`config.mk`:
```
export PLATFORM = sky130hd
export DESIGN_NAME = perf_counters
export DESIGN_NICKNAME = d
export VERILOG_FILES = /design/src/design/cpu_pkg.sv /design/src/design/perf_counters.sv
export VERILOG_INCLUDE_DIRS = /design/src /design/src/design
export SDC_FILE = /design/constraint.sdc
export NUM_CORES = 1
export LEC_CHECK = 0
export BUFFER_PORTS_ARGS = -buffer_cell sky130_fd_sc_hd__buf_4
export CAP_MARGIN = 40
export CORE_ASPECT_RATIO = 0.7
export CORE_UTILIZATION = 40
export DETAILED_ROUTE_END_ITERATION = 8
export PLACE_DENSITY = 0.72
export SETUP_SLACK_MARGIN = 0.2
export SLEW_MARGIN = 20
export SYNTH_ARGS = -nofsm -noshare
export SYNTH_HDL_FRONTEND = slang
export SYNTH_SLANG_ARGS = --single-unit
export TNS_END_PERCENT = 20
```
`constraint.sdc`:
```
create_clock -name clk -period 3.6 [get_ports clk]
set_input_delay 0.54 -clock clk [delete_from_list [all_inputs] [get_ports clk]]
set_output_delay 0.54 -clock clk [all_outputs]
set_load 0.1 [all_outputs]
```
`src/design/cpu_params.svh`:
```
`ifndef CPU_PARAMS_SVH
`define CPU_PARAMS_SVH

// Data, address and instruction width
`define CPU_XLEN 32

// Architectural registers, x0 included
`define CPU_REG_NUM 32

// Address of the first fetch after reset
`define CPU_RESET_PC 32'h0000_0000

// Performance counters
// 0 cycles, 1 fetches, 2 memory accesses, 3 memory stalls, 4 taken
`define CPU_PERF_NUM 5

`endif
```
`src/design/cpu_pkg.sv`:
```
`default_nettype none

`include "cpu_params.svh"

package cpu_pkg;

	// Data, address or instruction word
	typedef logic [`CPU_XLEN-1:0] word_t;

	// Register index
	typedef logic [$clog2(`CPU_REG_NUM)-1:0] reg_addr_t;

	// Control FSM states, one-hot
	typedef enum logic [8:0] {
		st_rst = 9'b000000001,
		st_if  = 9'b000000010,
		st_iw  = 9'b000000100,
		st_id  = 9'b000001000,
		st_ex  = 9'b000010000,
		st_ld  = 9'b000100000,
		st_st  = 9'b001000000,
		st_rdw = 9'b010000000,
		st_wb  = 9'b100000000
	} fsm_state_t;

	// Instruction class, picks the path after execute
	typedef enum logic [2:0] {
		op_alu,
		op_lui,
		op_load,
		op_store,
		op_branch,
		op_jal,
		op_jalr,
		op_nop
	} op_class_t;

	typedef enum logic [2:0] {
		alu_add,
		alu_sub,
		alu_and,
		alu_or,
		alu_xor,
		alu_slt,
		alu_sltu
	} alu_op_t;

	// Decoder output
	typedef struct packed {
		op_class_t op_class;
		alu_op_t   alu_op;
		reg_addr_t rd;
		reg_addr_t rs1;
		reg_addr_t rs2;
		word_t     imm;
		logic      use_imm;
		// Branch condition
		logic [2:0] funct3;
	} decoded_t;

	// One-cycle event strobes, cycle in the low bit
	typedef struct packed {
		logic taken;
		logic mem_stall;
		logic mem_access;
		logic fetch;
		logic cycle;
	} perf_events_t;

	typedef word_t [`CPU_PERF_NUM-1:0] perf_cnt_t;

endpackage

`default_nettype wire

```
`src/design/perf_counters.sv`:
```
`default_nettype none

`include "cpu_params.svh"

module perf_counters (
	input  logic                  clk,
	input  logic                  rst,
	input  cpu_pkg::perf_events_t events,
	output cpu_pkg::perf_cnt_t    cnt
);
	import cpu_pkg::*;

	// Strobes as a vector, bit i drives counter i
	logic [`CPU_PERF_NUM-1:0] strobe;
	word_t                    cnt_q [`CPU_PERF_NUM];

	assign strobe = events;

	for (genvar i = 0; i < `CPU_PERF_NUM; i++) begin : g_cnt
		// Free running, wraps at the top
		always_ff @(posedge clk) begin
			if (rst)
				cnt_q[i] <= '0;
			else if (strobe[i])
				cnt_q[i] <= cnt_q[i] + 1'b1;
		end

		assign cnt[i] = cnt_q[i];
	end

endmodule

`default_nettype wire

```
### After elaboration in Yosys (flattened, before gate mapping)

Memory sizes are Yosys's and may differ from the RTL's.
Cells that the tools add are included.

* bits in registers: 0
* bits in latches: 0
* bits in writable memories: 160
* memory bits (read-only): 0
* output and inout bits: 160
* word-level logic and storage cells: 33
* memories: 1

Memories
* cnt_q: words 5, bits a word 32, read ports 5, clocked after memory_dff 0, wr ports 5, line perf_counters.sv:15 `` word_t cnt_q [`CPU_PERF_NUM]; ``

* add/subtract/negate cells: 5
* multipliers: 0
* divide/modulo/power cells: 0
* magnitude comparators: 0
* eq/ne operators: 0
* shift-type cells: 0
* multiplexer cells: 22
* bitwise gates (word level): 5
* reduce and logical (&&, ||, !) cells: 0

Operators by type and width (count)
* 32-bit by 1-bit adder with 32-bit output, second input constant: 5
* 32-bit two-way mux: 5
* 1-bit two-way mux: 17
* 1-bit OR: 5

### Depth between registers and ports, before layout

Gate-level depths: netlist of the first run.

* depth in word-level cells: 4
* depth in mapped cells: 6

### Worst setup path after synthesis of the first run

No wires, ideal clock.

* path type: register to register
* from: mem cnt_q[3][0] (netlist name)
* to: mem cnt_q[3][26] (netlist name) (data pin)
* arrival time: 2.709 ns
* data required time: 3.453 ns
* slack: 0.745 ns
* stages on the path, launching flop included: 7
* path buffers: 1
* period minus slack after synthesis: 2.855 ns
* cell sequence: edfxtp_1 -> ha_1 -> nand4_1 -> or4_1 -> clkbuf_1 -> or4_1 -> a21oi_1

RTL lines (line)
* start: declaration: perf_counters.sv:15

==> results.toml, run 1 <==
[setup_path]
crit_arrival_ns = 2.64
cp_common_cell = "or4_1"
critical_path_class = "reg2reg"
r2r_cells = 5
cp_num_cells = 5
cp_max_fo = 8
slowest_stage = "or4_1"
path_cells = "ha_1, nand4_1, or4_1, or4_1, a21oi_1"
cp_slowest_stage_delay_ns = 0.72
regToRegSetupSlack_ns = 1.23
crit_family = "simple AND/OR/NAND/NOR gates"
cp-start-kind = "flop"
crit_path_end_kind = "flop"
crit_required_ns = 3.87
cp.buffers_inverters = 0

[pwr]
leakagePower_nw = 3.89
peakVddDrop_mv = 0.293
power_w = 0.00539
power_density_mw_per_mm2 = 479

[final_layout]
final_common_cell = "buf_4"
top_register = "cnt_q"
register_area_sq_mm = 0.00480
insertedDiodeCount = 0
areaGrowthSynthToFinish_pct = 23.2
drive_gt1_frac = 0.214
fin_area_sq_mm = 0.0113
top_regs = "cnt_q x160"
largest_register_ffs = 160
n_fill_cell = 2049
final_util = 0.510
nNetsFinal = 1045
final_cell_mix = "buf_4, edfxtp_1, a21oi_1"
multi_input_area_sq_mm = 0.00411

[drt]
drtIter0Drc = 694
ant_nets = 0
top_layer_used = "met5"
dr_wl_met2_microns = 10000
dr_wl_met3_microns = 1760
via_count = 7917
wl_per_cell_microns = 17.5
drt_first_pass_iters = 5
wl_microns = 23600
m1WireLength_microns = 11600
vias_per_cell = 5.86
drc_errors = 0

[synth]
synth_seq_cells = 160
synth_edf_count = 160
synth.avg_cell_area_sq_um = 10.4
ys_warn_count = 0
syn-num-nets = 891
synthesis.area_sq_mm = 0.00914
synth_ff_type = "edfxtp_1"
synthDistinctLibCells = 42
ys_async_sr_fraction = 0
synth-seq-area-share = 0.526
synth_cells = 879

[clock_network]
cts.sinks = 160
cts_resized = 0
path_clk_slew_ns = 0.06
numCtsBuffers = 17
clockBufferDepth = 2
clk_latency_ns = 0.43
cts_tree = "done"
cts_max_level = 4
post_cts_buffers = 0
cts_hold_buf = 0
ctsRootBufferMaster = "clkbuf_16"

[job]
drv_cap = 0

[timing]
rsz0062_at_grt = "no"
fin_crit_ns = 2.37
report.final.slew_viol_count = 0
tightest_slew_ns = 0.805
tns_ns = 0
setup_viol = 0
hold_viol_final = 0
fin_crit_sh = 0.660
finClkSkew_ns = 0.0123
slew_headroom = 0.463
max_freq_ghz = 0.421

[floorplanning]
initial_utilization = 0.414
ios = 167
core_area_sq_mm = 0.0221
dieWidth_microns = 183
dieArea_sq_mm = 0.0235
die_h_microns = 128
rows = 45

[global_route]
overflow = 0
grt_pass1_vias = 7048
grt_first_pass_wirelength_microns = 38000
grt_max_degree = 33
antenna_found_initial = 1
grtUsageTotal = 0.203

[hold_path]
hold_class = "reg2reg"
min_path_cells = 1

[outcome]
outcome = "finished clean"

[placement]
place_hpwl_microns = 16500
gp_congestion = 0.831
dpl_cell_area_sq_mm = 0.0107
port_buffers = 166
-- stage by stage --
stage | cells | setup slack (ns) | hold WS (ns)
floorplan | 879 | 0.745 | 0.873
global placement | 1315 | 1.18 | 0.627
detailed placement | 1317 | 1.10 | 0.634
CTS | 1349 | 1.09 | 0.648
global route | 1351 | 1.06 | 0.691
finish | 1351 | 1.23 | 0.652
-- worst reg2reg max path, stage by stage (launching register included) --
cell and delay [ns]:
edfxtp_1 0.42, ha_1 0.25, nand4_1 0.22, or4_1 0.72, or4_1 0.45, a21oi_1 0.17
-- final timing paths --
| check | endpoint | from |
|---|---|---|
| worst min register to register | cnt_q[0][0] | cnt_q[0][0] |
| worst max register to register | cnt_q[3][26] | cnt_q[3][0] |
| worst max-delay path | cnt_q[3][26] | cnt_q[3][0] |
| worst min-delay path | cnt_q[0][0] | cnt_q[0][0] |
-- metal layers --
metal,vias to the layer above,GRT usage
li1,3766,-
met2,289,0.282
met4,2,0.0499
met5,-,0
met1,3834,0.307
met3,26,0.0552
-- synth_stat cells (5+ instances only) --
cell	n	area share
a21oi_1	74	0.041
and2_1	14	0.0096
and3_1	13	0.0089
and4_1	27	0.026
buf_1	5	0.0021
clkbuf_1	30	0.012
edfxtp_1	160	0.53
ha_1	5	0.0068
inv_1	19	0.0078
mux2i_1	8	0.0088
nand2_1	61	0.025
nand2b_1	16	0.011
nand3_1	49	0.027
nand4_1	47	0.032
nor2_1	73	0.030
nor2b_1	5	0.0034
nor3_1	13	0.0071
nor4_1	9	0.0062
o21ai_0	21	0.011
o31ai_1	51	0.042
or2_2	8	0.0055
or3_1	21	0.014
or4_1	56	0.046
xnor2_1	34	0.033
xor2_1	26	0.025
-- power by group --
part	internal, W	total, W	leakage, nW	switching [W]
sequential	0.00218	0.00236	1.77	0.000178
combinational	0.000223	0.00124	1.85	0.00102
clock	0.00102	0.00179	0.267	0.000766
total	0.00343	0.00539	3.89	0.00196
-- layout make-up --
class / count / share of cell area
Clock buffer: 19 / 0.0384
Clock inverter: 13 / 0.0123
Inverter: 19 / 0.00633
Multi-Input combinational cell: 661 / 0.365
Sequential cell: 160 / 0.427
Tap cell: 305 / 0.0339
Timing Repair Buffer: 174 / 0.118
-- cell families after synthesis --
family          count (synthesis)  synth area share
buf+inv                        58            0.0250
fa+ha+maj                       5           0.00684
simple gates                  425             0.267
flops                         160             0.526
xor+xnor                       60            0.0575
mux                             8           0.00876
compound gates                163             0.109
Power figures use the tool's default switching activity.
==> run 2: changes to the inputs <==
clock period = 2.5 ns   (was 3.6 ns; I/O delays follow)
==> run 2 against run 1 <==
Compared with the run above: worst setup slack got worse by 0.95 ns; sequential power increased by 44%; core utilization increased by 0.46 points; cell area increased by 0.91%; global-route usage decreased by 0.20 points; clock-buffer cell count decreased by 1; cell count increased by 0.74%; die area unchanged; critical path type unchanged; largest cell class unchanged; largest power group unchanged; highest routed layer is now met4.
==> results.toml, run 2 (synthesized netlist as in run 1, its figures left out) <==
[pwr]
intPower_w = 0.00494
p_switching_w = 0.00285
peakVddDrop_mv = 0.410
sw_frac_of_total = 0.366
sequentialPowerShare = 0.436
pwr-share-clk = 0.332
p_comb_frac = 0.231
power_w = 0.00778
power_density_mw_per_mm2 = 685
leakagePower_nw = 3.92

[global_route]
antenna_found_initial = 1
grt_first_pass_wirelength_microns = 37300
grtUsageTotal = 0.201
grt_pass1_vias = 7064
overflow = 0
grt_max_degree = 33

[drt]
drt_first_pass_iters = 5
wl_microns = 23500
drtIter0Drc = 706
ant_nets = 0
wl_per_cell_microns = 17.3
drc_errors = 0
via_count = 7916
vias_per_cell = 5.82

[timing]
fin_crit_ns = 2.23
setup_viol = 0
slew_headroom = 0.479
report.final.slew_viol_count = 0
tightest_slew_ns = 0.782
fin_crit_sh = 0.891
rsz0062_at_grt = "yes"
max_freq_ghz = 0.449
hold_viol_final = 0
finClkSkew_ns = 0.0138

[clock_network]
cts_tree = "done"
cts_max_level = 4
clockBufferDepth = 2
cts.sinks = 160
path_clk_slew_ns = 0.07
clk_latency_ns = 0.43
numCtsBuffers = 17
cts_hold_buf = 0
ctsRootBufferMaster = "clkbuf_16"

[floorplanning]
ios = 167
core_area_sq_mm = 0.0221
rows = 45
initial_utilization = 0.414
dieArea_sq_mm = 0.0235
die_h_microns = 128
dieWidth_microns = 183

[final_layout]
multi_input_area_sq_mm = 0.00415
instances_no_fill = 1361
drive_gt1_frac = 0.229
n_fill_cell = 2005
top_regs = "cnt_q x160"
register_area_sq_mm = 0.00480
nNetsFinal = 1055
largest_register_ffs = 160
top_register = "cnt_q"
final_cell_mix = "buf_4, edfxtp_1, a21oi_1"
fin_area_sq_mm = 0.0114
areaGrowthSynthToFinish_pct = 24.3
final_common_cell = "buf_4"

[setup_path]
cp_max_fo = 8
cp-start-kind = "flop"
critical_path_class = "reg2reg"
crit_path_start = "cnt_q[1][5]"
crit_arrival_ns = 2.52
r2r_start = "cnt_q[1][5]"
crit_path_end_kind = "flop"
crit_required_ns = 2.79

[hold_path]
min-delay-start = "events[0]"
hold_class = "in2reg"

[placement]
gp_congestion = 0.838
dpl.cell_count = 1327
place_hpwl_microns = 16300
port_buffers = 166
dpl_cell_area_sq_mm = 0.0108

[outcome]
outcome = "finished clean"

[job]
drv_cap = 0
==> run 2: cell count changes in the layout (fill, tap and decap cells not counted), moves of 2 or more <==
cell / previous run / this run
buf_4: 170 / 184
buf_6: 3 / 0
ha_1: 5 / 2
clkinvlp_4: 4 / 6
ha_2: 0 / 2
or4_1: 56 / 54
or4_4: 1 / 3
==> run 2: worst max-delay path: stages, from the launching register on <==
cell	delay, ns
edfxtp_1	0.49
nand4_1	0.25
or4_1	0.69
or4_1	0.51
a21oi_1	0.15
==> run 2: cell type report <==
type | count | area share
well taps | 305 | 0.0336
clock inverters | 13 | 0.0124
diodes | 1 | 0.000220
flip-flops and latches | 160 | 0.423
clock buffers | 18 | 0.0378
inverters | 19 | 0.00627
multi-input cells | 661 | 0.365
repair buffers | 184 | 0.122
==> run 2: power groups by stage <==
stage | sequential, W | combinational [W] | clock (W)
floorplan | 0.00458 | 0.000259 | 0
global placement | 0.00344 | 0.00179 | 0
detailed placement | 0.00344 | 0.00180 | 0
CTS | 0.00339 | 0.00180 | 0.00263
global route | 0.00343 | 0.00186 | 0.00273
finish | 0.00340 | 0.00180 | 0.00259
==> run 2: final timing paths <==
path              cells past startpoint  slack, ns           end
setup / recovery                      4       0.27  cnt_q[1][31]
hold / removal                        3       0.47  cnt_q[0][26]
setup reg to reg                      4       0.27  cnt_q[1][31]
hold reg to reg                       1       0.63   cnt_q[0][0]
==> run 2: metal layers <==
| layer | vias up | global-route usage | share of wire | routed length [microns] |
|---|---|---|---|---|
| met4 | 0 | 0.0618 | 0.013 | 317 |
| met3 | 26 | 0.0549 | 0.078 | 1830 |
| met5 | - | 0 | 0 | 0 |
| met2 | 294 | 0.279 | 0.42 | 9900 |
| li1 | 3773 | - | - | - |
| met1 | 3823 | 0.301 | 0.49 | 11500 |
==> run 2: stage by stage <==
| stage | hold slack (ns) | TNS (ns) | worst slack, ns | utilization |
|---|---|---|---|---|
| 2_1_floorplan | 0.708 | -6.39 | -0.338 | - |
| 3_3_place_gp | 0.621 | 0 | 0.362 | 0.488 |
| 3_5_place_dp | 0.629 | 0 | 0.263 | 0.488 |
| 4_1_cts | 0.454 | 0 | 0.251 | 0.514 |
| 5_1_grt | 0.494 | 0 | 0.191 | 0.515 |
| 6_report | 0.475 | 0 | 0.272 | 0.515 |
==> run 2: timing repair <==
| item | CTS | global route |
|---|---|---|
| setup endpoints to repair | 0 | 4 |
| gates resized for setup | 0 | 2 |
| setup buffers | 0 | 2 |
