--- config.mk ---
export PLATFORM = sky130hd
export DESIGN_NAME = inst_decode
export DESIGN_NICKNAME = d
export VERILOG_FILES = /design/src/design/cpu_pkg.sv /design/src/design/inst_decode.sv
export VERILOG_INCLUDE_DIRS = /design/src /design/src/design
export SDC_FILE = /design/constraint.sdc
export NUM_CORES = 1
export LEC_CHECK = 0
export BUFFER_PORTS_ARGS = -buffer_cell sky130_fd_sc_hd__buf_2
export CAP_MARGIN = 30
export CORE_MARGIN = 5
export CORE_UTILIZATION = 25
export DETAILED_ROUTE_END_ITERATION = 12
export SLEW_MARGIN = 25
export SYNTH_ARGS = -nofsm -noshare
export SYNTH_HDL_FRONTEND = slang
export SYNTH_SLANG_ARGS = --single-unit
--- constraint.sdc ---
create_clock -name vclk -period 2.6
set_input_delay 0.52 -clock vclk [all_inputs]
set_output_delay 0.52 -clock vclk [all_outputs]
set_load 0.02 [all_outputs]
--- src/design/cpu_params.svh ---
`ifndef CPU_PARAMS_SVH
`define CPU_PARAMS_SVH

// Data, address and instruction width
`define CPU_XLEN 32

// Architectural registers, x0 included
`define CPU_REG_NUM 32

// Address of the first fetch after reset
`define CPU_RESET_PC 32'h0000_0000

// Performance counters
// 0 cycles, 1 fetches, 2 memory accesses, 3 memory stalls, 4 taken
`define CPU_PERF_NUM 5

`endif
--- src/design/cpu_pkg.sv ---
`default_nettype none

`include "cpu_params.svh"

package cpu_pkg;

	// Data, address or instruction word
	typedef logic [`CPU_XLEN-1:0] word_t;

	// Register index
	typedef logic [$clog2(`CPU_REG_NUM)-1:0] reg_addr_t;

	// Control FSM states, one-hot
	typedef enum logic [8:0] {
		st_rst = 9'b000000001,
		st_if  = 9'b000000010,
		st_iw  = 9'b000000100,
		st_id  = 9'b000001000,
		st_ex  = 9'b000010000,
		st_ld  = 9'b000100000,
		st_st  = 9'b001000000,
		st_rdw = 9'b010000000,
		st_wb  = 9'b100000000
	} fsm_state_t;

	// Instruction class, picks the path after execute
	typedef enum logic [2:0] {
		op_alu,
		op_lui,
		op_load,
		op_store,
		op_branch,
		op_jal,
		op_jalr,
		op_nop
	} op_class_t;

	typedef enum logic [2:0] {
		alu_add,
		alu_sub,
		alu_and,
		alu_or,
		alu_xor,
		alu_slt,
		alu_sltu
	} alu_op_t;

	// Decoder output
	typedef struct packed {
		op_class_t op_class;
		alu_op_t   alu_op;
		reg_addr_t rd;
		reg_addr_t rs1;
		reg_addr_t rs2;
		word_t     imm;
		logic      use_imm;
		// Branch condition
		logic [2:0] funct3;
	} decoded_t;

	// One-cycle event strobes, cycle in the low bit
	typedef struct packed {
		logic taken;
		logic mem_stall;
		logic mem_access;
		logic fetch;
		logic cycle;
	} perf_events_t;

	typedef word_t [`CPU_PERF_NUM-1:0] perf_cnt_t;

endpackage

`default_nettype wire

--- src/design/inst_decode.sv ---
`default_nettype none

module inst_decode (
	input  cpu_pkg::word_t    instruction,
	output cpu_pkg::decoded_t dec
);
	import cpu_pkg::*;

	// Major opcodes of the subset
	localparam logic [6:0] opc_op     = 7'b0110011;
	localparam logic [6:0] opc_op_imm = 7'b0010011;
	localparam logic [6:0] opc_load   = 7'b0000011;
	localparam logic [6:0] opc_store  = 7'b0100011;
	localparam logic [6:0] opc_branch = 7'b1100011;
	localparam logic [6:0] opc_lui    = 7'b0110111;
	localparam logic [6:0] opc_jal    = 7'b1101111;
	localparam logic [6:0] opc_jalr   = 7'b1100111;

	logic [6:0] opcode;
	logic [2:0] funct3;
	logic [6:0] funct7;
	logic       shift_free;
	word_t      imm_i;
	word_t      imm_s;
	word_t      imm_b;
	word_t      imm_u;
	word_t      imm_j;

	// funct3 to ALU op, shared by register and immediate forms
	function automatic alu_op_t arith_op(input logic [2:0] f3, input logic sub);
		case (f3)
			3'b000:  arith_op = sub ? alu_sub : alu_add;
			3'b010:  arith_op = alu_slt;
			3'b011:  arith_op = alu_sltu;
			3'b100:  arith_op = alu_xor;
			3'b110:  arith_op = alu_or;
			3'b111:  arith_op = alu_and;
			default: arith_op = alu_add;
		endcase
	endfunction

	assign opcode = instruction[6:0];
	assign funct3 = instruction[14:12];
	assign funct7 = instruction[31:25];
	// Shift encodings are outside the subset
	assign shift_free = (funct3 != 3'b001) && (funct3 != 3'b101);

	// Sign-extended immediates, all formats
	assign imm_i = {{20{instruction[31]}}, instruction[31:20]};
	assign imm_s = {{20{instruction[31]}}, instruction[31:25], instruction[11:7]};
	assign imm_b = {{19{instruction[31]}}, instruction[31], instruction[7],
		instruction[30:25], instruction[11:8], 1'b0};
	assign imm_u = {instruction[31:12], 12'b0};
	assign imm_j = {{11{instruction[31]}}, instruction[31], instruction[19:12],
		instruction[20], instruction[30:21], 1'b0};

	always_comb begin
		dec.rd       = instruction[11:7];
		dec.rs1      = instruction[19:15];
		dec.rs2      = instruction[24:20];
		dec.funct3   = funct3;
		// Defaults give a no-op
		dec.op_class = op_nop;
		dec.alu_op   = alu_add;
		dec.imm      = '0;
		dec.use_imm  = 1'b0;
		case (opcode)
			opc_op: begin
				// Only funct7 0, or 0100000 for sub
				if (shift_free && (funct7 == 7'b0 ||
						(funct7 == 7'b0100000 && funct3 == 3'b000))) begin
					dec.op_class = op_alu;
					dec.alu_op   = arith_op(funct3, funct7[5]);
				end
			end
			opc_op_imm: begin
				if (shift_free) begin
					dec.op_class = op_alu;
					dec.alu_op   = arith_op(funct3, 1'b0);
					dec.imm      = imm_i;
					dec.use_imm  = 1'b1;
				end
			end
			opc_load: begin
				// Word loads only
				if (funct3 == 3'b010) begin
					dec.op_class = op_load;
					dec.imm      = imm_i;
					dec.use_imm  = 1'b1;
				end
			end
			opc_store: begin
				if (funct3 == 3'b010) begin
					dec.op_class = op_store;
					dec.imm      = imm_s;
					dec.use_imm  = 1'b1;
				end
			end
			opc_branch: begin
				// 010 and 011 are not branches
				if (funct3[2:1] != 2'b01) begin
					dec.op_class = op_branch;
					dec.imm      = imm_b;
					// beq/bne compare by subtraction
					if (!funct3[2])
						dec.alu_op = alu_sub;
					else
						dec.alu_op = funct3[1] ? alu_sltu : alu_slt;
				end
			end
			opc_lui: begin
				dec.op_class = op_lui;
				dec.imm      = imm_u;
			end
			opc_jal: begin
				dec.op_class = op_jal;
				dec.imm      = imm_j;
			end
			opc_jalr: begin
				if (funct3 == 3'b000) begin
					dec.op_class = op_jalr;
					dec.imm      = imm_i;
					dec.use_imm  = 1'b1;
				end
			end
			default: begin
				dec.op_class = op_nop;
			end
		endcase
	end

endmodule

`default_nettype wire

# After elaboration in Yosys (flattened, before gate mapping)
# Cells that the tools add are included.
# classes
reduce_logical	6
muxes	20
eq_ne	17
# op_table
cell	count
32-bit one-hot mux with 7 select lines	1
33-bit 2-to-1 mux	4
32-bit 2-to-1 mux	1
7-bit by 6-bit == test with 1-bit output (second input constant)	4
3-bit one-hot mux with 8 select lines	1
7-bit == test (second input constant)	3
3-bit one-hot mux with 6 select lines	1
3-bit one-hot mux with 5 select lines	1
6-bit 2-to-1 mux	2
3-bit == test (second input constant)	3
3-bit 2-to-1 mux	3
3-bit one-hot mux with 3 select lines	1
7-bit by 2-bit == test with 1-bit output (second input constant)	1
7-bit by 5-bit == test with 1-bit output (second input constant)	1
7-bit zero test	1
3-bit by 2-bit == test with 1-bit output (second input constant)	2
5-bit 2-to-1 mux	1
1-bit one-hot mux with 4 select lines	1
1-bit logical AND	3
3-bit zero test	1
3-bit by 1-bit != test with 1-bit output (second input constant)	1
3-bit != test (second input constant)	1
1-bit 2-to-1 mux	2
2-bit 2-to-1 mux	1
2 further kinds	2
# word_totals
regBits	0
output_inout_bits	57
elab_cells	43

# Logic depth before layout (Yosys ltp)
# Gate-level depths: netlist of the first run.
# depth
word_depth	6
depth_mapped	8
depth_no_buf	4

# Worst setup path after synthesis of the first run
# No wires, ideal clock.
# synth_timing
path_type	input to output
from	input port instruction[3]
to	output port dec[52] (netlist name)
t_arrival_ps	2405
stages	5
path_buffers	1
required_ps	2080
setup_slack_ps	-325
cell_sequence	buf_4 > and4bb_2 > nand2b_1 > o22a_1 > a2111oi_0
# synth_lines
element	line_no	text
from (decl)	inst_decode.sv:4	input cpu_pkg::word_t instruction,
to (decl)	inst_decode.sv:5	output cpu_pkg::decoded_t dec

==> summary.md, run 1 <==
| Metric | Value |
|---|---|
| Port Buf Inserts | 89 |
| Post-Synthesis Cells | 172 |
| DR vias/cell | 5.26 |
| Pwr dens | 106 nW/um^2 |
| Actual slew at the worst max-slew pin | 0.348 ns |
| M2 GR Usage | 0.256 |
| Post-Syn Area | 1170 um^2 |
| Worst Path Arrival | 2.09 ns |
| Min-delay src | instruction[7] |
| Total gr overflow | 0 |
| RSZ-0062 raised after global routing | true |
| First-pass iteration count of the detailed router | 4 |
| Worst hold slack | 1.27 ns |
| Rel. slew slack | 0.765 |
| Design Power | 0.000211 W |
| Final ANT Viol Nets | 0 |
| Routability cong. | 0.898 |
| Die area | 6150 um^2 |
| Final Hold Fails | 0 |
| Setup ws final | -0.00773 ns |
| DP Cell Count | 310 |
| Hold crit path type | input port to output pin |
| CP Class | input port to output pin |
| Initial Util | 0.263 |
| Grt met3 use | 0.0137 |
| Die Wd | 78.4 um |
| Sequential cell count | 0 |
| Number of global-route vias before repair | 1529 |
| Sequential share of the synthesized area | 0 |
| Post-synth top area cell | buf_4 |
| Setup violations, final | 5 |
| Die Span Y | 78.4 um |
| Fin nets | 296 |
| Critical Path Source | instruction[13] |
| Final core utilization | 0.447 |
| Share of the synthesized area in the top cell type | 0.128 |
| DR DRC count | 0 |
| Leak pwr | 1.04 nW |
| Yosys cell types | 52 |
| Area grow syn2layout | 69.9% |
| Initial antenna violation count | 0 |
| Post-Syn Nets | 204 |
| Total negative setup slack | -0.0287 ns |
| Sequential standard cell area | 0 um^2 |
| Synth top area cells | buf_4 (13%), nor3_1 (6.8%), or4_1 (6.4%) |
| N_diodes | 0 |
| Largest net degree at the start of global routing | 20 |
| Failing checks | negative setup slack |
| Io pins | 89 |
| Core ar. | 4440 um^2 |
| Syn Area/Cell | 6.80 um^2 |
| Final Non-Filler Cells | 314 |
| Final Max Tran Viols | 0 |
| Min Tclk post-route | 2.61 ns |
| Worst vdd ir | 73.3 uV |
| Wire length per cell | 15.5 um |
| Status | complete, but fails checks |
| GR Layer Usage met1 | 0.175 |
| CLK BUF | 0 |
| Max FO, Critical Path | 10 |
| Total GRT Usage | 0.137 |
| Crit start category | input port |
| DP HPWL | 3820 um |
| Final WL | 4880 um |
| First-pass GRT wire length | 7180 um |
| Period utilisation layout | 1.00 |
| Floorplan row count | 24 |
| Via count | 1652 |
| GRT busiest layer | met2 |
| Layout cell share with drive strength beyond 1 | 0.584 |
| Max cap viols | 0 |
| Highest achievable clock rate | 383 MHz |
| DR iter-0 viols | 59 |
| Yosys warnings | 0 |
| Crit. End Element | output pin |
| Required @ worst endpoint | 2.08 ns |
-- cells in the mapped netlist, types with 2 or more instances --
cell type  count
or3_1          2
nor2_1         9
clkbuf_1       4
and3_1         3
o41ai_1        2
and3b_1        2
and2_1         2
inv_1         14
nor3b_1        2
buf_4         20
nand4b_1       2
buf_2          6
nor4_1         2
a22o_1         5
nand2_1        3
a21oi_1        9
or2_2          2
o21ai_0        7
nand3_1        4
nand2b_1       6
buf_6          3
a211o_1        8
nor3_1        16
or4_1         10
nand3b_1       2
-- metrics by stage --
| stage | worst slack [ns] | cell area (um^2) |
|---|---|---|
| 2_1_floorplan | 0.0476 | 1180 |
| 3_3_place_gp | -0.0373 | 1710 |
| 3_5_place_dp | -0.0436 | 1710 |
| 4_1_cts | -0.00869 | 1800 |
| 5_1_grt | -0.0409 | 1990 |
| 6_report | -0.00773 | 1990 |
-- logic make-up (layout without fill, tap and decap cells) --
kind of cell	count (synthesis)	after routing	share of synthesized area
and+or+nand+nor	76	76	0.415
AOI/OAI and AO/OA	48	48	0.332
buffers and inverters	47	137	0.241
muxes	1	1	0.0128
-- metal layers --
| layer | part of all wire | vias to the layer above |
|---|---|---|
| met5 | 0 | - |
| met4 | 0.0066 | 0 |
| met3 | 0.066 | 4 |
| met2 | 0.50 | 66 |
| met1 | 0.42 | 764 |
| li1 | - | 818 |
-- path summary, 6_finish.rpt --
path / depth (start not counted) / to / slack (ns)
setup / recovery: 7 / dec[24] / -0.008
hold / removal: 2 / dec[46] / 1.27
-- layout by cell type, fill, tap and decap left out, types with 2 or more instances in the layout --
cell type	netlist	layout
buf_2	6	67
buf_4	20	33
buf_6	3	17
nor3_1	16	16
inv_1	14	14
or4_4	1	11
nor2_1	9	9
a21oi_1	9	9
a211o_1	8	8
o21ai_0	7	7
nand2b_1	6	6
a22o_1	5	5
nand3_1	4	4
nand2_1	3	3
buf_12	0	3
and3b_1	2	2
and3_1	3	2
nand4b_1	2	2
nand3b_1	2	2
or3_4	1	2
or2_2	2	2
and2_1	2	2
o41ai_1	2	2
buf_8	0	2
-- layout make-up --
type	instances	area [um^2]
Timing Repair Buffer	123	890
Tap cell	52	65.1
Multi-Input combinational cell	125	981
Inverter	14	52.6
Fill cell	455	2460
-- report_power, final --
group | internal (W) | switching, W | total (W)
clock network | 0 | 0 | 0
registers | 0 | 0 | 0
logic | 0.0000950 | 0.000116 | 0.000211
-- what timing repair did --
action	CTS	global route
pin swaps	2	2
buffers inserted	2	1
setup endpoints to repair	13	27
cloned	0	2
hold buffers	0	0
resized for setup	25	41
-- critical path: stages --
cell,delay (ns)
buf_8,0.11
nor3b_4,0.15
o311ai_4,0.35
a21oi_4,0.14
buf_12,0.16
or4_4,0.51
buf_6,0.15
No activity file was read; power rests on OpenSTA's default activity.
==> inputs of run 2 (changes only) <==
--- a/config.mk
+++ b/config.mk
@@ -9,8 +9,9 @@
 export BUFFER_PORTS_ARGS = -buffer_cell sky130_fd_sc_hd__buf_2
 export CAP_MARGIN = 30
 export CORE_MARGIN = 5
-export CORE_UTILIZATION = 25
+export CORE_UTILIZATION = 43
 export DETAILED_ROUTE_END_ITERATION = 12
+export PLACE_DENSITY = 0.86
 export SLEW_MARGIN = 25
 export SYNTH_ARGS = -nofsm -noshare
 export SYNTH_HDL_FRONTEND = slang
==> summary.md, run 2 (synthesis gave the netlist of run 1 again) <==
| Metric | Value |
|---|---|
| Status | completed |
| Fin nets | 296 |
| First-pass iteration count of the detailed router | 4 |
| Largest net degree at the start of global routing | 13 |
| Leak pwr | 1.02 nW |
| Commonest cells after routing, fill and taps aside | buf_2 (67), buf_4 (44), inv_1 (14), nor3_1 (14), buf_6 (11) |
| Slowest CP cell | or4_1 |
| Routability cong. | 0.950 |
| Via count | 1694 |
| Final WL | 4660 um |
| Worst Path Arrival | 2.05 ns |
| Pwr dens | 109 nW/um^2 |
| Floorplan row count | 19 |
| Port Buf Inserts | 89 |
| Die area | 3860 um^2 |
| DP HPWL | 3610 um |
| DR vias/cell | 5.78 |
| Final Hold Fails | 0 |
| Actual slew at the worst max-slew pin | 0.409 ns |
| Initial Util | 0.435 |
| Final Max Tran Viols | 0 |
| Final Non-Filler Cells | 293 |
| Required @ worst endpoint | 2.08 ns |
| Die Wd | 62.2 um |
| Wire length per cell | 15.9 um |
| Max FO, Critical Path | 9 |
| Total gr overflow | 0 |
| Rel. slew slack | 0.727 |
| Total negative setup slack | 0 ns |
| Period utilisation layout | 0.990 |
| WP buf/inv | 3 |
| Pre-CTS setup slack | -0.0415 ns |
| Worst hold slack | 1.28 ns |
| Setup violations, final | 0 |
| Area grow syn2layout | 58.5% |
| Final ANT Viol Nets | 0 |
| DP Cell Count | 290 |
| DR iter-0 viols | 67 |
| DR DRC count | 0 |
| Crit start category | input port |
| First-pass GRT wire length | 7300 um |
| Highest achievable clock rate | 388 MHz |
| Multi-input logic area | 958 um^2 |
| Commonest non-fill, non-tap cell in the layout | buf_2 |
| Worst path cell trace | buf_8, nor3b_4, o311ai_4, a21oi_4, buf_6, or4_1, buf_6 |
| Min Tclk post-route | 2.57 ns |
| Max cap viols | 0 |
| Setup ws final | 0.0253 ns |
| RSZ-0062 raised after global routing | true |
| CLK BUF | 0 |
| Io pins | 89 |
| Worst vdd ir | 98.1 uV |
| Cell family with most CP delay | simple AND/OR/NAND/NOR gates |
| CP Class | input port to output pin |
| Core ar. | 2690 um^2 |
| Die Span Y | 62.2 um |
| Sequential cell count | 0 |
| Total GRT Usage | 0.213 |
| # hold bufs at CTS | 0 |
| Fill count | 240 |
| Sequential standard cell area | 0 um^2 |
| Layout cell share with drive strength beyond 1 | 0.573 |
| CP dominant cell by count | buf_6 |
| Number of global-route vias before repair | 1595 |
| Hold crit path type | input port to output pin |
| Crit-path max cell delay | 0.52 ns |
| Crit. End Element | output pin |
| Initial antenna violation count | 0 |
| N_diodes | 0 |
[run 2: report_power, final]
group          switching (W)  internal, W  total, W
clock                      0            0         0
sequential                 0            0         0
combinational       0.000115    0.0000866  0.000202
[run 2: layout make-up]
| type | instances | share of cell area |
|---|---|---|
| Multi-Input combinational cell | 125 | 0.517 |
| Tap cell | 31 | 0.0209 |
| Inverter | 14 | 0.0283 |
| Timing Repair Buffer | 123 | 0.434 |
[run 2: through the flow]
stage	cell area, um^2	total power [W]	utilization
CTS	1750	0.000189	0.652
global route	1850	0.000217	0.690
detailed placement	1660	0.000183	0.619
floorplan	1180	0.000121	-
global placement	1660	0.000180	0.619
finish	1850	0.000202	0.690
[run 2: final timing paths]
check,startpoint,end,cells past startpoint
min,instruction[15],dec[41],2
max,instruction[13],dec[33],7
[run 2: what timing repair did]
action | CTS | global route
pin swaps | 2 | 5
resized for setup | 21 | 30
endpoints found under the setup margin | 11 | 28
buffers inserted | 2 | 1
[run 2: per-layer routing]
layer  up-vias  wire (um)  track usage
li1        817          -            -
met1       779       1810        0.253
met2        90       2360        0.396
met3         8        421       0.0396
met4         0         72       0.0271
met5         -          0            0
==> inputs of run 3 (changes only) <==
--- a/config.mk
+++ b/config.mk
@@ -9,9 +9,9 @@
 export BUFFER_PORTS_ARGS = -buffer_cell sky130_fd_sc_hd__buf_2
 export CAP_MARGIN = 30
 export CORE_MARGIN = 5
-export CORE_UTILIZATION = 43
+export CORE_UTILIZATION = 39
 export DETAILED_ROUTE_END_ITERATION = 12
-export PLACE_DENSITY = 0.86
+export PLACE_DENSITY = 0.82
 export SLEW_MARGIN = 25
 export SYNTH_ARGS = -nofsm -noshare
 export SYNTH_HDL_FRONTEND = slang
==> constraint.sdc (replaced) <==
create_clock -name vclk -period 2.2
set_input_delay 0.44 -clock vclk [all_inputs]
set_output_delay 0.44 -clock vclk [all_outputs]
set_load 0.02 [all_outputs]
==> summary.md, run 3 (synthesis gave the netlist of run 1 again) <==
| Metric | Value |
|---|---|
| First-pass GRT wire length | 9630 um |
| First-pass iteration count of the detailed router | 5 |
| Wire length per cell | 24.5 um |
| Crit start category | input port |
| Fill count | 92 |
| Final core utilization | 0.931 |
| Die Span Y | 64.8 um |
| Sequential standard cell area | 0 um^2 |
| Final ANT Viol Nets | 0 |
| Actual slew at the worst max-slew pin | 0.529 ns |
| Rel. slew slack | 0.647 |
| DP HPWL | 4000 um |
| Die area | 4200 um^2 |
| Initial Util | 0.417 |
| Worst Setup EP | dec[52] |
| Status | complete, but fails checks |
| CP Class | input port to output pin |
| Io pins | 89 |
| DR DRC count | 0 |
| Max cap viols | 0 |
| Leak pwr | 1.33 nW |
| Floorplan row count | 19 |
| Die Wd | 64.8 um |
| Total gr overflow | 0 |
| Min Tclk post-route | 2.48 ns |
| Worst vdd ir | 109 uV |
| Number of global-route vias before repair | 1985 |
| Crit. End Element | output pin |
| Final Max Tran Viols | 0 |
| Initial antenna violation count | 0 |
| Area grow syn2layout | 123% |
| Period utilisation layout | 1.13 |
| Final Hold Fails | 0 |
| Via count | 2259 |
| Final WL | 8100 um |
| Final Non-Filler Cells | 330 |
| Commonest non-fill, non-tap cell in the layout | buf_4 |
| Pwr dens | 141 nW/um^2 |
| Critical Path Source | instruction[5] |
| Commonest cells after routing, fill and taps aside | buf_4 (59), buf_2 (50), buf_6 (44) |
| CLK BUF | 0 |
| DP Cell Count | 311 |
| Routability cong. | 0.962 |
| Layout cell share with drive strength beyond 1 | 0.729 |
| DR iter-0 viols | 291 |
| Total GRT Usage | 0.282 |
| Highest achievable clock rate | 403 MHz |
| Fin nets | 333 |
| Max FO, Critical Path | 7 |
| Port Buf Inserts | 89 |
| N_diodes | 0 |
| Largest net degree at the start of global routing | 13 |
| Sequential cell count | 0 |
| DR vias/cell | 6.85 |
| Setup violations, final | 39 |
| RSZ-0062 raised after global routing | true |
| Hold crit path type | input port to output pin |
| Required @ worst endpoint | 1.76 ns |
| Setup ws final | -0.280 ns |
| Core ar. | 2810 um^2 |
| Worst hold slack | 1.12 ns |
| Worst Path Arrival | 2.04 ns |
| Failing checks | negative setup slack |
| Total negative setup slack | -6.07 ns |
## run 3: cell types whose count changed in the layout (fill, tap and decap cells not counted), moves of 4 or more
cell | before | now
a21oi_1 | 9 | 2
nand2b_1 | 6 | 2
buf_2 | 67 | 50
buf_6 | 11 | 44
a21oi_2 | 1 | 6
nand2b_4 | 0 | 4
buf_4 | 44 | 59
buf_12 | 0 | 4
or4_4 | 5 | 11
or4_1 | 6 | 0
## run 3: worst min path at each step
| stage | start | to | slack (ns) | cells past startpoint |
|---|---|---|---|---|
| after global routing | instruction[7] | dec[46] | 1.13 | 2 |
| after floorplan | instruction[12] | dec[0] | 0.99 | 1 |
| after CTS | instruction[15] | dec[41] | 1.12 | 2 |
| after detailed placement | instruction[9] | dec[48] | 1.12 | 2 |
| final | instruction[19] | dec[45] | 1.12 | 2 |
| after global placement | instruction[9] | dec[48] | 1.12 | 2 |
## run 3: layout make-up
| class | instances | area [um^2] | area share |
|---|---|---|---|
| timing repair buffer | 158 | 1280 | 0.492 |
| multi-input combinational | 127 | 1240 | 0.473 |
| inverter | 14 | 52.6 | 0.0201 |
| tap | 31 | 38.8 | 0.0149 |
## run 3: metal layers
metal / vias to the layer above / routed length, um / GRT usage
met1: 1050 / 2640 / 0.314
met2: 226 / 3900 / 0.553
met5: - / 0 / 0
li1: 898 / - / -
met4: 0 / 675 / 0.0765
met3: 85 / 888 / 0.0345
## run 3: critical path, stage by stage
cell       delay [ns]
buf_2            0.20
nand3b_1         0.26
buf_4            0.23
nand2b_4         0.14
o22a_1           0.25
a2111oi_2        0.32
buf_4            0.21
## run 3: timing repair
item                       4_1_cts  5_1_grt
buffers inserted                10        6
cloned                           1        2
pin swaps                       22       22
hold buffers                     0        0
resized for setup               87       57
setup endpoints to repair       39       39
## run 3: report_power, final
| group | leakage [nW] | internal (W) | switching (W) |
|---|---|---|---|
| sequential | 0 | 0 | 0 |
| clock | 0 | 0 | 0 |
| combinational | 1.33 | 0.000171 | 0.000196 |
| total | 1.33 | 0.000171 | 0.000196 |
## run 3: per-stage QoR
stage | power (W) | setup slack, ns | cell area, um^2
after global routing | 0.000380 | -0.253 | 2610
final | 0.000367 | -0.280 | 2610
after CTS | 0.000300 | -0.206 | 2300
after floorplan | 0.000147 | -0.0944 | 1240
after global placement | 0.000244 | -0.286 | 1870
after detailed placement | 0.000249 | -0.401 | 1870
