File: config.mk
export PLATFORM = sky130hd
export DESIGN_NAME = cpu_fsm
export DESIGN_NICKNAME = d
export VERILOG_FILES = /design/src/design/cpu_pkg.sv /design/src/design/cpu_fsm.sv
export VERILOG_INCLUDE_DIRS = /design/src /design/src/design
export SDC_FILE = /design/constraint.sdc
export NUM_CORES = 1
export LEC_CHECK = 0
export BUFFER_PORTS_ARGS = -buffer_cell sky130_fd_sc_hd__buf_4
export CORE_MARGIN = 2
export CORE_UTILIZATION = 43
export DETAILED_ROUTE_END_ITERATION = 16
export PLACE_DENSITY = 0.74
export SLEW_MARGIN = 20
export SYNTH_ARGS = -nofsm -noshare
export SYNTH_HDL_FRONTEND = slang
export SYNTH_SLANG_ARGS = --single-unit
File: constraint.sdc
create_clock -name clk -period 1.83 [get_ports clk]
set_clock_uncertainty 0.15 [all_clocks]
set_input_delay 0 -clock clk [delete_from_list [all_inputs] [get_ports clk]]
set_output_delay 0 -clock clk [all_outputs]
set_load 0.05 [all_outputs]
File: src/design/cpu_params.svh
`ifndef CPU_PARAMS_SVH
`define CPU_PARAMS_SVH

// Data, address and instruction width
`define CPU_XLEN 32

// Architectural registers, x0 included
`define CPU_REG_NUM 32

// Address of the first fetch after reset
`define CPU_RESET_PC 32'h0000_0000

// Performance counters
// 0 cycles, 1 fetches, 2 memory accesses, 3 memory stalls, 4 taken
`define CPU_PERF_NUM 5

`endif
File: src/design/cpu_pkg.sv
`default_nettype none

`include "cpu_params.svh"

package cpu_pkg;

	// Data, address or instruction word
	typedef logic [`CPU_XLEN-1:0] word_t;

	// Register index
	typedef logic [$clog2(`CPU_REG_NUM)-1:0] reg_addr_t;

	// Control FSM states, one-hot
	typedef enum logic [8:0] {
		st_rst = 9'b000000001,
		st_if  = 9'b000000010,
		st_iw  = 9'b000000100,
		st_id  = 9'b000001000,
		st_ex  = 9'b000010000,
		st_ld  = 9'b000100000,
		st_st  = 9'b001000000,
		st_rdw = 9'b010000000,
		st_wb  = 9'b100000000
	} fsm_state_t;

	// Instruction class, picks the path after execute
	typedef enum logic [2:0] {
		op_alu,
		op_lui,
		op_load,
		op_store,
		op_branch,
		op_jal,
		op_jalr,
		op_nop
	} op_class_t;

	typedef enum logic [2:0] {
		alu_add,
		alu_sub,
		alu_and,
		alu_or,
		alu_xor,
		alu_slt,
		alu_sltu
	} alu_op_t;

	// Decoder output
	typedef struct packed {
		op_class_t op_class;
		alu_op_t   alu_op;
		reg_addr_t rd;
		reg_addr_t rs1;
		reg_addr_t rs2;
		word_t     imm;
		logic      use_imm;
		// Branch condition
		logic [2:0] funct3;
	} decoded_t;

	// One-cycle event strobes, cycle in the low bit
	typedef struct packed {
		logic taken;
		logic mem_stall;
		logic mem_access;
		logic fetch;
		logic cycle;
	} perf_events_t;

	typedef word_t [`CPU_PERF_NUM-1:0] perf_cnt_t;

endpackage

`default_nettype wire

File: src/design/cpu_fsm.sv
`default_nettype none

module cpu_fsm (
	input  logic                  clk,
	input  logic                  rst,
	input  cpu_pkg::op_class_t    op_class,
	input  logic                  taken,
	input  logic                  inst_req_ready,
	input  logic                  inst_valid,
	input  logic                  mem_req_ready,
	input  logic                  read_data_valid,
	output logic                  inst_req_valid,
	output logic                  inst_ready,
	output logic                  mem_read,
	output logic                  mem_write,
	output logic                  read_data_ready,
	output cpu_pkg::fsm_state_t   state,
	output cpu_pkg::perf_events_t events
);
	import cpu_pkg::*;

	fsm_state_t next_state;

	always_ff @(posedge clk) begin
		if (rst)
			state <= st_rst;
		else
			state <= next_state;
	end

	always_comb begin
		next_state = state;
		case (state)
			st_rst: next_state = st_if;
			// Wait for the fetch request to be accepted
			st_if:  if (inst_req_ready) next_state = st_iw;
			st_iw:  if (inst_valid) next_state = st_id;
			st_id:  next_state = st_ex;
			st_ex: begin
				case (op_class)
					op_alu, op_lui, op_jal, op_jalr: next_state = st_wb;
					op_load:  next_state = st_ld;
					op_store: next_state = st_st;
					// Branches and no-ops finish here
					default:  next_state = st_if;
				endcase
			end
			st_ld:  if (mem_req_ready) next_state = st_rdw;
			// Store done once accepted
			st_st:  if (mem_req_ready) next_state = st_if;
			st_rdw: if (read_data_valid) next_state = st_wb;
			st_wb:  next_state = st_if;
			default: next_state = st_rst;
		endcase
	end

	// Channel controls straight from the state
	assign inst_req_valid  = (state == st_if);
	// Ready in reset too, so stray responses are drained
	assign inst_ready      = (state == st_rst) || (state == st_iw);
	assign read_data_ready = (state == st_rst) || (state == st_rdw);
	assign mem_read        = (state == st_ld);
	assign mem_write       = (state == st_st);

	// Counter strobes
	// Every cycle out of reset
	assign events.cycle      = !rst;
	assign events.fetch      = inst_req_valid && inst_req_ready;
	assign events.mem_access = (mem_read || mem_write) && mem_req_ready;
	assign events.mem_stall  = ((mem_read || mem_write) && !mem_req_ready) ||
		(state == st_rdw && !read_data_valid);
	assign events.taken      = (state == st_ex) && taken;

	// Never a read and a write at once
	assert property (@(posedge clk) disable iff (rst) !(mem_read && mem_write))
	else $error("cpu_fsm: mem_read and mem_write both high");

	// Read request held until accepted
	assert property (@(posedge clk) disable iff (rst)
		(mem_read && !mem_req_ready) |=> mem_read)
	else $error("cpu_fsm: mem_read dropped before mem_req_ready");

endmodule

`default_nettype wire

Word-level counts from Yosys, hierarchy flattened
Cells that the tools add are included.
{"block": "totals", "ff_bits": 9, "in_bits": 10, "output_inout_bits": 19, "word_cells": 43}
{"block": "classes", "n_eq_ne": 19, "muxes": 7, "reduce_logical": 16}
{"op": "one-hot mux 9 bit (8 select lines)", "n": 1}
{"op": "2-to-1 mux 9 bit", "n": 5}
{"op": "one-hot mux 9 bit (3 select lines)", "n": 1}
{"op": "!= test 2 bit, second input constant", "n": 5}
{"op": "== test 9 x 1 -> 1 bit, second input constant", "n": 1}
{"op": "== test 9 x 2 -> 1 bit, second input constant", "n": 1}
{"op": "== test 9 x 3 -> 1 bit, second input constant", "n": 1}
{"op": "== test 9 x 4 -> 1 bit, second input constant", "n": 1}
{"op": "== test 9 x 5 -> 1 bit, second input constant", "n": 1}
{"op": "== test 9 x 6 -> 1 bit, second input constant", "n": 1}
{"op": "== test 9 x 7 -> 1 bit, second input constant", "n": 1}
{"op": "== test 9 x 8 -> 1 bit, second input constant", "n": 1}
{"op": "== test 9 bit, second input constant", "n": 1}
{"op": "== test 3 x 2 -> 1 bit, second input constant", "n": 2}
{"op": "== test 3 bit, second input constant", "n": 2}
{"op": "logical AND 1 bit", "n": 5}
{"op": "AND reduction 5 bit", "n": 1}
{"op": "logical OR 1 bit", "n": 4}
{"op": "OR reduction 4 bit", "n": 1}
{"op": "== test 3 x 1 -> 1 bit, second input constant", "n": 1}
{"op": "zero test 1 bit", "n": 3}
{"op": "zero test 3 bit", "n": 1}
{"op": "OR reduction 2 bit", "n": 1}

Logic depth before layout (Yosys ltp)
Gate-level depths: netlist of the first run.
{"block": "logic_depth", "word_depth": 4, "mapped_depth": 6, "depth_no_buf": 5}

Worst setup path before layout of the first run
No wires, ideal clock.
{"block": "synth_path", "kind": "register -> output", "start": "register state[4]", "end": "output port events[1] (netlist name)", "arrival_ns": 3.529, "required_time_ns": 1.680, "path_slack_ns": -1.849, "path_stages_with_launch": 6, "path_buffers": 1, "path_cell_list": "dfxtp_1 -> clkbuf_1 -> nor4_2 -> nand2_1 -> nor4_1 -> and2_1"}
{"item": "start: declaration", "line_no": "cpu_fsm.sv:17", "text": "output cpu_pkg::fsm_state_t state,"}
{"item": "start signal: assignment", "line_no": "cpu_fsm.sv:26", "text": "state <= st_rst;"}
{"item": "start signal: assignment", "line_no": "cpu_fsm.sv:28", "text": "state <= next_state;"}
{"item": "end: declaration", "line_no": "cpu_fsm.sv:18", "text": "output cpu_pkg::perf_events_t events"}

Final worst setup path of the first run
{"block": "layout_path", "start": "register state[8]", "end": "output port read_data_ready"}
{"block": "layout_between", "elab_chain_len": 2, "elab_cells_between_ends": 3, "classes_between": "eq/ne: 2; reduce/logical: 1"}
{"item": "== test 9 x 1 -> 1 bit / == test 9 x 8 -> 1 bit (equally long branches)", "line_no": "cpu_fsm.sv:61", "text": "assign read_data_ready = (state == st_rst) || (state == st_rdw);"}
{"item": "logical OR 1 bit (*)", "line_no": "cpu_fsm.sv:61"}
{"item": "end: declaration", "line_no": "cpu_fsm.sv:16", "text": "output logic read_data_ready,"}
Mark *: on every way between the ends. The rest lies on a longest branch, timed or not.

==> summary by stage, run 1 <==
Clock network
The tree is rooted in a sky130_fd_sc_hd__clkbuf_4. Clock latency on the worst-skew pair, taken at its later pin, is between 200 and 300 ps. The number of clock sinks seen by CTS is 9. After clock tree synthesis, the clock-pin slew on the worst setup and hold paths is approximately 60 ps.

TritonCTS built the clock tree. Buffers inserted during clock tree synthesis total 3. The clock passes through at most 2 buffers. The number of levels the H-tree was split into is 1.

Synth
The sequential share of the synthesized area is about a quarter. The summed instance area of the synthesized netlist is between 700 and 800 um2. The cell count after synthesis is 100. The largest total area in the synthesized netlist belongs to sky130_fd_sc_hd__dfxtp_1. The top cell type by area accounts for 23.8% of the synthesized area. In the synthesized netlist the dominant register cell turns out to be sky130_fd_sc_hd__dfxtp_1. The number of warnings issued by yosys is 0.

The number of synthesized flops with an enable pin is 0. Ranked by total cell area, the synthesized netlist is headed by sky130_fd_sc_hd__dfxtp_1 (24%), sky130_fd_sc_hd__nor2_1 (5.9%), sky130_fd_sc_hd__xor2_1 (4.6%). The register bit count reported by yosys is 9. When the netlist entered floorplanning its net count stood at 110.

The distinct cell type count after synthesis is 37. After synthesis, the mean cell area works out to 7.58 um2. Of all flip-flops after synthesis, the portion carrying an async set or reset was 0%.

Drt
For this run, the detailed router's first-pass iteration total came to 4. The wire length after detailed routing is ~2.7 mm. The amount of wire on met3 after detailed routing is between 150 and 200 um. After detailed routing, the number of remaining DRC violations is 0. The initial detailed-routing violation count is 32.

For this block, wires on met1 add up to about 1.1 mm. Dividing the detail-routed wire length by the instance count gives ~16 um. The count of nets left with antenna violations once routing finished came out at 0. The met2 wirelength from detailed routing is approximately 1.3 mm. The highest metal layer carrying signal wires in the routed design is met4.

For this block, the via count after detailed routing is about 970. Using the TritonRoute via totals, the vias-per-cell ratio works out to about 5.8.

Pwr
The leakage component of the power is about 0.6 nW. In this run the power density over the cells is approximately 560 nW/um2. The largest voltage drop on the vdd net is approximately 0.52 mV.

Placement
The total instance count after detailed placement is 154. During placement, the flow inserted port buffers numbering 28. Detailed placement ended at an HPWL of between 1.5 and 2 mm. The worst slack at placement is -162 ps. The routability congestion estimate is 0.961.

Run
The tool flagged a number of max-cap violations equal to 0.

Worst setup path
Of all nets on the critical path, the largest fanout is 4. STA classifies the critical path startpoint as a flip-flop. For the worst setup path, the data arrival time is 1940 ps. The buffers plus inverters on the worst setup path is 2. The endpoint required time on the critical path is roughly 1700 ps. Traced cell by cell, the critical path runs through or4_4 > buf_6 > or3_4 > o22ai_4 > buf_6. The kind of end point of the critical path is an output port. In this design, the largest share of critical-path delay is due to simple AND/OR/NAND/NOR gates. The maximum single-stage delay on the critical path is ~570 ps. The cell at the slowest stage of the critical path is sky130_fd_sc_hd__or4_4. The classification of the worst setup path is reg2out.

In this design, the critical path's most frequently occurring cell is sky130_fd_sc_hd__buf_6.

Die
The die is between 40 and 50 um wide. During I/O placement, the number of pins put on the boundary was 29. The initialized floorplan defines 15 standard-cell rows.

The core region area is between 1500 and 2000 um2. The initial utilization of the core area, before any placement, comes to around 45%. The die height is around 46 um.

The area enclosed by the die boundary is ~2100 um2.

STA
The sum of negative setup slack is -2510 ps. Setup violations remaining at the end of the flow were counted as 14. Setup repair after global routing could not meet its margin everywhere.

Setup slack on the critical path of the routed design comes to -264 ps. The final max-slew violation count is 0. The final clock period utilization by the worst path is 114%. The post-route worst hold slack is 198 ps.

The headroom to the max-slew limit is ~75%. Based on the critical path, the design can be clocked at up to 0.478 GHz. For the finished layout, the period the worst path requires is between 2000 and 2500 ps. The number of hold violations in the final report is 0. The slew at the pin closest to its max-slew limit is roughly 370 ps.

Finish
The share of layout cells above drive strength 1 is 56.3%. The antenna diode instance count is 0. Cells fill just over 80% of the core in the end. The top register by number of flip-flops is state. The flip-flop count of the largest register, all copies and words added is 9. After the flow finishes, the layout carries non-filler instances totaling about 170.

The largest registers in the layout are state x9. At the end of the flow, the number of nets in the layout was roughly 160. The growth of design area from synthesis to finish is 84.5%.

GRT
The first-pass GRT wire length is 4.04 mm. Entering global routing, the biggest net connects 12 pins. The global routing usage summed across all routing layers is between 20% and 30%. The number of antenna violations at the first check in global routing is 0. The residual overflow from global routing is 0. The number of global-route vias before repair is ~890.

Outcome
The checks that failed: negative setup slack. The flow ran to the end, but the final reports show violations.

Min path
The tightest min-delay check is of the in2out type.
-- what timing repair did --
item / in CTS / in global routing
pin swaps: 13 / 1
endpoints found under the hold margin: 9 / 0
buffers inserted: 4 / 1
resized for setup: 19 / 9
hold buffers: 5 / 0
setup endpoints to repair: 16 / 16
-- cells in the mapped netlist, types with 2 or more instances --
library cell	number
sky130_fd_sc_hd__and2_1	3
sky130_fd_sc_hd__nor2_1	12
sky130_fd_sc_hd__o21ai_1	4
sky130_fd_sc_hd__nor4_1	2
sky130_fd_sc_hd__clkbuf_1	7
sky130_fd_sc_hd__dfxtp_1	9
sky130_fd_sc_hd__nor4_2	2
sky130_fd_sc_hd__a22o_1	2
sky130_fd_sc_hd__or3_1	2
sky130_fd_sc_hd__o21ai_0	2
sky130_fd_sc_hd__xor2_1	4
sky130_fd_sc_hd__nand3_1	2
sky130_fd_sc_hd__nor4b_1	3
sky130_fd_sc_hd__xnor2_1	3
sky130_fd_sc_hd__inv_1	4
sky130_fd_sc_hd__nor3_1	6
sky130_fd_sc_hd__nand2b_1	4
sky130_fd_sc_hd__mux2i_1	2
sky130_fd_sc_hd__a21oi_1	3
sky130_fd_sc_hd__nand2_1	7
-- where the power goes --
part           switching (mW)  internal (mW)  leakage, nW  total, mW
combinational           0.237          0.185        0.518      0.422
clock                  0.0699         0.0841       0.0150      0.154
sequential            0.00437          0.206       0.0762      0.211
-- layer usage --
layer / global-route usage [%] / vias up
met5: 0 / -
met4: 14.9 / 0
met3: 5.95 / 12
met2: 45.6 / 53
met1: 32.1 / 450
li1: - / 452
-- kinds of logic (layout without fill, tap and decap cells) --
kind of cell | after synthesis | after routing | share of synthesized area, %
and+or+nand+nor | 51 | 51 | 39.9
AOI/OAI and AO/OA | 18 | 18 | 18.0
buffers and inverters | 13 | 64 | 7.59
DFF | 9 | 9 | 23.8
xor gates and xnor gates | 7 | 7 | 8.09
muxes | 2 | 2 | 2.64
-- per-stage QoR --
stage | power (mW) | area [um2]
floorplan | 0.479 | 855
finish | 0.787 | 1400
global placement | 0.571 | 1170
detailed placement | 0.575 | 1170
global route | 0.817 | 1400
CTS | 0.772 | 1360
-- layout by cell type (no fill, tap or decap), types with 3 or more instances in the layout --
cell type                       synthesis  layout
sky130_fd_sc_hd__and2_4                 0       3
sky130_fd_sc_hd__xnor2_1                3       3
sky130_fd_sc_hd__clkbuf_4               0       3
sky130_fd_sc_hd__o21ai_1                4       4
sky130_fd_sc_hd__buf_4                  0      39
sky130_fd_sc_hd__dfxtp_1                9       3
sky130_fd_sc_hd__nand2b_1               4       3
sky130_fd_sc_hd__inv_1                  4       4
sky130_fd_sc_hd__nor2_1                12       8
sky130_fd_sc_hd__nor3_1                 6       3
sky130_fd_sc_hd__dlygate4sd3_1          0       5
sky130_fd_sc_hd__dfxtp_4                0       3
sky130_fd_sc_hd__nor4b_1                3       3
sky130_fd_sc_hd__nand2_1                7       6
sky130_fd_sc_hd__buf_8                  0       3
sky130_fd_sc_hd__buf_6                  1       9
sky130_fd_sc_hd__a21oi_1                3       3
sky130_fd_sc_hd__dfxtp_2                0       3
sky130_fd_sc_hd__xor2_1                 4       4
sky130_fd_sc_hd__nor4_4                 0       3
-- area by class of cell --
class	instances	area [um2]
inverter	4	15.0
multi-input combinational	78	652
fill	102	290
clock buffer	4	26.3
timing repair buffer	56	489
tap	17	21.3
sequential	9	195
-- worst reg2reg max path, cell delays in order, from the launching register on --
cell	delay, ps
sky130_fd_sc_hd__dfxtp_2	320
sky130_fd_sc_hd__or4_4	570
sky130_fd_sc_hd__or3_4	380
sky130_fd_sc_hd__o32ai_4	200
sky130_fd_sc_hd__nand2b_4	230
sky130_fd_sc_hd__nor4_1	60
-- final timing paths --
kind / cells past startpoint / slack, ps / from / to
max: 5 / -260 / state[8] / read_data_ready
min: 3 / 200 / taken / events[4]
max reg2reg: 5 / -200 / state[8] / state[8]
min reg2reg: 2 / 400 / state[3] / state[4]
Note: power is estimated with default switching activity, not from simulation.
==> inputs of run 2 (changes only) <==
Settings changed: CORE_UTILIZATION 43 to 35, PLACE_DENSITY 0.74 to default.
==> summary by stage, run 2 (synthesis results as in run 1) <==
Outcome
The run finished, with violations left. The checks that failed: negative setup slack.

Pwr
The leakage component of the power is 0.614 nW (+0.91%). The overall power after layout was 0.786 mW (-0.12%). The largest voltage drop on the vdd net is 0.446 mV (-15%). The power per unit of standard cell area is 557 nW/um2 (-1.0%).

Drt
The DRC violations left is 0 (unchanged). The routed length per placed instance is 13.5 um (-16%). The via count of the routed design came to 921 (-4.8%). The number of nets still failing antenna checks after routing is 0 (unchanged).

The vias per cell is 5.15 (-11%). The wire length after detailed routing is 2.42 mm (-10%). The length of the first detailed-routing pass in iterations was 4 (unchanged). The initial detailed-routing violation count is 25 (-22%).

GRT
The first-pass GRT wire length is 3.85 mm (-4.8%). The global routing usage summed across all routing layers came to 20.1% (-7.2 points). The pin count of the biggest net entering global routing is 12 (unchanged). The number of antenna violations at the first check in global routing is 0 (unchanged). The number of global-route vias before repair is 867 (-2.1%). The residual overflow from global routing is 0 (unchanged).

Worst setup path
The largest driver fanout on the critical path is 4 (unchanged). The endpoint required time on the critical path is 1680 ps (about the same). The launch instance of the worst register-to-register path is state[8]. Counting stages on the worst path, the most repeated cell is sky130_fd_sc_hd__buf_6. The slowest stage of the critical path is the sky130_fd_sc_hd__or4_4 cell. Walking the worst path, the cells encountered are or4_4 > buf_6 > or3_4 > o22ai_4 > buf_6. The kind of end point of the critical path is an output port. The classification of the worst setup path is reg2out. The capture point of the worst reg-to-reg path is state[8]. The maximum single-stage delay on the critical path is 580 ps (about the same). The minimum setup slack among reg-to-reg paths is -180 ps (+20 ps). The buffers plus inverters on the worst setup path was 2 (unchanged). The gate family responsible for the most delay along the worst path is simple AND/OR/NAND/NOR gates. The most critical setup path has its startpoint at state[8].

The count of cells along the worst register-to-register path was 5 (unchanged). The data arrival time of the worst path is 1940 ps (about the same). STA classifies the critical path startpoint as a flip-flop.

Clock network
The number of levels the H-tree was split into is 1 (unchanged). The clock buffer count from CTS is 3 (unchanged). The number of clock sinks seen by CTS is 9 (unchanged). The clock-pin slew reported for the worst setup and hold paths after clock tree synthesis is 60 ps (about the same).

The clock tree from TritonCTS is built. The root buffer selected by CTS is sky130_fd_sc_hd__clkbuf_4. The clock network latency to the later pin of the worst-skew pair is 260 ps (about the same).

The maximum clock insertion buffer count is 2 (unchanged).

Die
The initial cell density of the core was 37.9% (-7.0 points). The horizontal extent of the die is 50.5 um (+9.9%). The die height is 50.5 um (+9.9%). The area enclosed by the die boundary was 2550 um2 (+21%). The number of placed I/O pins is 29 (unchanged). The count of standard-cell rows is 16 (+1).

The core region area is 2000 um2 (+19%).

Placement
The number of buffer cells added on primary ports is 28 (unchanged). The worst slack at placement is -200 ps (-37.9 ps). The post-detailed-placement half-perimeter wirelength is 1.76 mm (-1.4%). The total instance count after detailed placement is 163 (+5.8%). The routability congestion estimate is 0.765 (-20%).

STA
The highest achievable clock rate is 0.479 GHz (+0.38%). The post-layout worst setup margin came to -256 ps (+7.95 ps). The slew at the pin closest to its max-slew limit is 377 ps (+5.07 ps). Setup repair after global routing could not meet its margin everywhere. The final max-slew violation count was 0 (unchanged). The final critical delay including setup and external delays is 2090 ps (-7.95 ps). The number of endpoints failing setup at the final stage was 14 (unchanged).

The post-route worst hold slack is 192 ps (-5.77 ps). The number of hold violations in the final report is 0 (unchanged). The final clock period utilization by the worst path is 114% (-0.43 points). The headroom to the max-slew limit came to 74.9% (-0.34 points).

Finish
Relative to the synthesized area, the layout overhead comes to 86.1%. The share of the core filled with cells is 70.5% (-12 points). The post-layout instance count excluding filler cells is 179 (+6.5%). The share of layout cells above drive strength 1 came to 55.3% (-1.0 points). The final net count is 163 (+0.62%). The antenna diode instance count is 0 (unchanged). The flip-flop count of the largest register, all copies and words added is 9 (unchanged).

In the final layout, the registers with the most flip-flops are state x9. In the layout the commonest cells are sky130_fd_sc_hd__buf_4 (40), sky130_fd_sc_hd__nor2_1 (9), sky130_fd_sc_hd__buf_6 (9). The count of fill cells added during filler insertion came to 174 (+71%). The library cell used most frequently in the layout, excluding fill and tap cells, is sky130_fd_sc_hd__buf_4.

The footprint of the multi-input gates is 644 um2 (-1.2%). Counting flops per register, the top entry is state. The sequential cell area in the final layout is 195 um2 (unchanged).

Run
The number of max-cap violations came to 0 (unchanged).

Min path
The number of instances on the worst hold path came to 3 (unchanged). The endpoint with the worst hold slack is events[4]. The min-delay analysis places its worst path in the category in2out. The startpoint of the worst hold path is taken.
[run 2: changes by cell type in the layout (fill, tap and decap cells not counted)]
cell                      previous run  this run
sky130_fd_sc_hd__buf_4              39        40
sky130_fd_sc_hd__nand3_1             1         2
sky130_fd_sc_hd__nand3_2             1         0
sky130_fd_sc_hd__nor2_1              8         9
sky130_fd_sc_hd__nor2_2              2         1
[run 2: routing by layer]
layer | wire (um) | part of all wire, % | vias to the layer above | GRT usage (%)
met3 | 167 | 6.9 | 4 | 3.57
met2 | 1190 | 49 | 35 | 32.7
met1 | 1030 | 43 | 427 | 26.8
met4 | 29 | 1.2 | 0 | 6.76
met5 | 0 | 0 | - | 0
li1 | - | - | 455 | -
[run 2: what timing repair did]
action | CTS | global route
gates resized for setup | 17 | 9
endpoints found under the hold margin | 8 | 0
cloned | 0 | 0
hold buffers | 5 | 0
endpoints found under the setup margin | 16 | 17
pin swaps | 14 | 1
buffers inserted | 6 | 1
[run 2: power by group]
group	internal (mW)	leakage [nW]	switching, mW	total, mW
clock network	0.0840	0.0150	0.0702	0.154
logic	0.188	0.523	0.234	0.421
registers	0.206	0.0762	0.00418	0.211
total	0.478	0.614	0.308	0.786
[run 2: area by class of cell]
| class | count | share of cell area (%) |
|---|---|---|
| multi-input combinational | 78 | 45.7 |
| inverter | 4 | 1.06 |
| tap | 27 | 2.39 |
| timing repair buffer | 57 | 35.2 |
| clock buffer | 4 | 1.86 |
| sequential | 9 | 13.8 |
[run 2: worst min-delay path, stage by stage]
cell and delay [ps]:
sky130_fd_sc_hd__buf_4 70, sky130_fd_sc_hd__and2_4 130, sky130_fd_sc_hd__buf_8 130
[run 2: worst max-delay path by stage]
stage / to / slack, ps / depth (start not counted)
final: read_data_ready / -260 / 5
after global placement: state[6] / -140 / 5
after detailed placement: state[6] / -200 / 5
after global routing: read_data_ready / -300 / 5
after CTS: read_data_ready / -260 / 5
after floorplan: state[7] / -680 / 6
[run 2: through the flow]
stage	setup TNS, ps	area [um2]
floorplan	-6600	855
finish	-2240	1410
global route	-3040	1410
CTS	-2190	1370
detailed placement	-1370	1170
global placement	-1040	1170
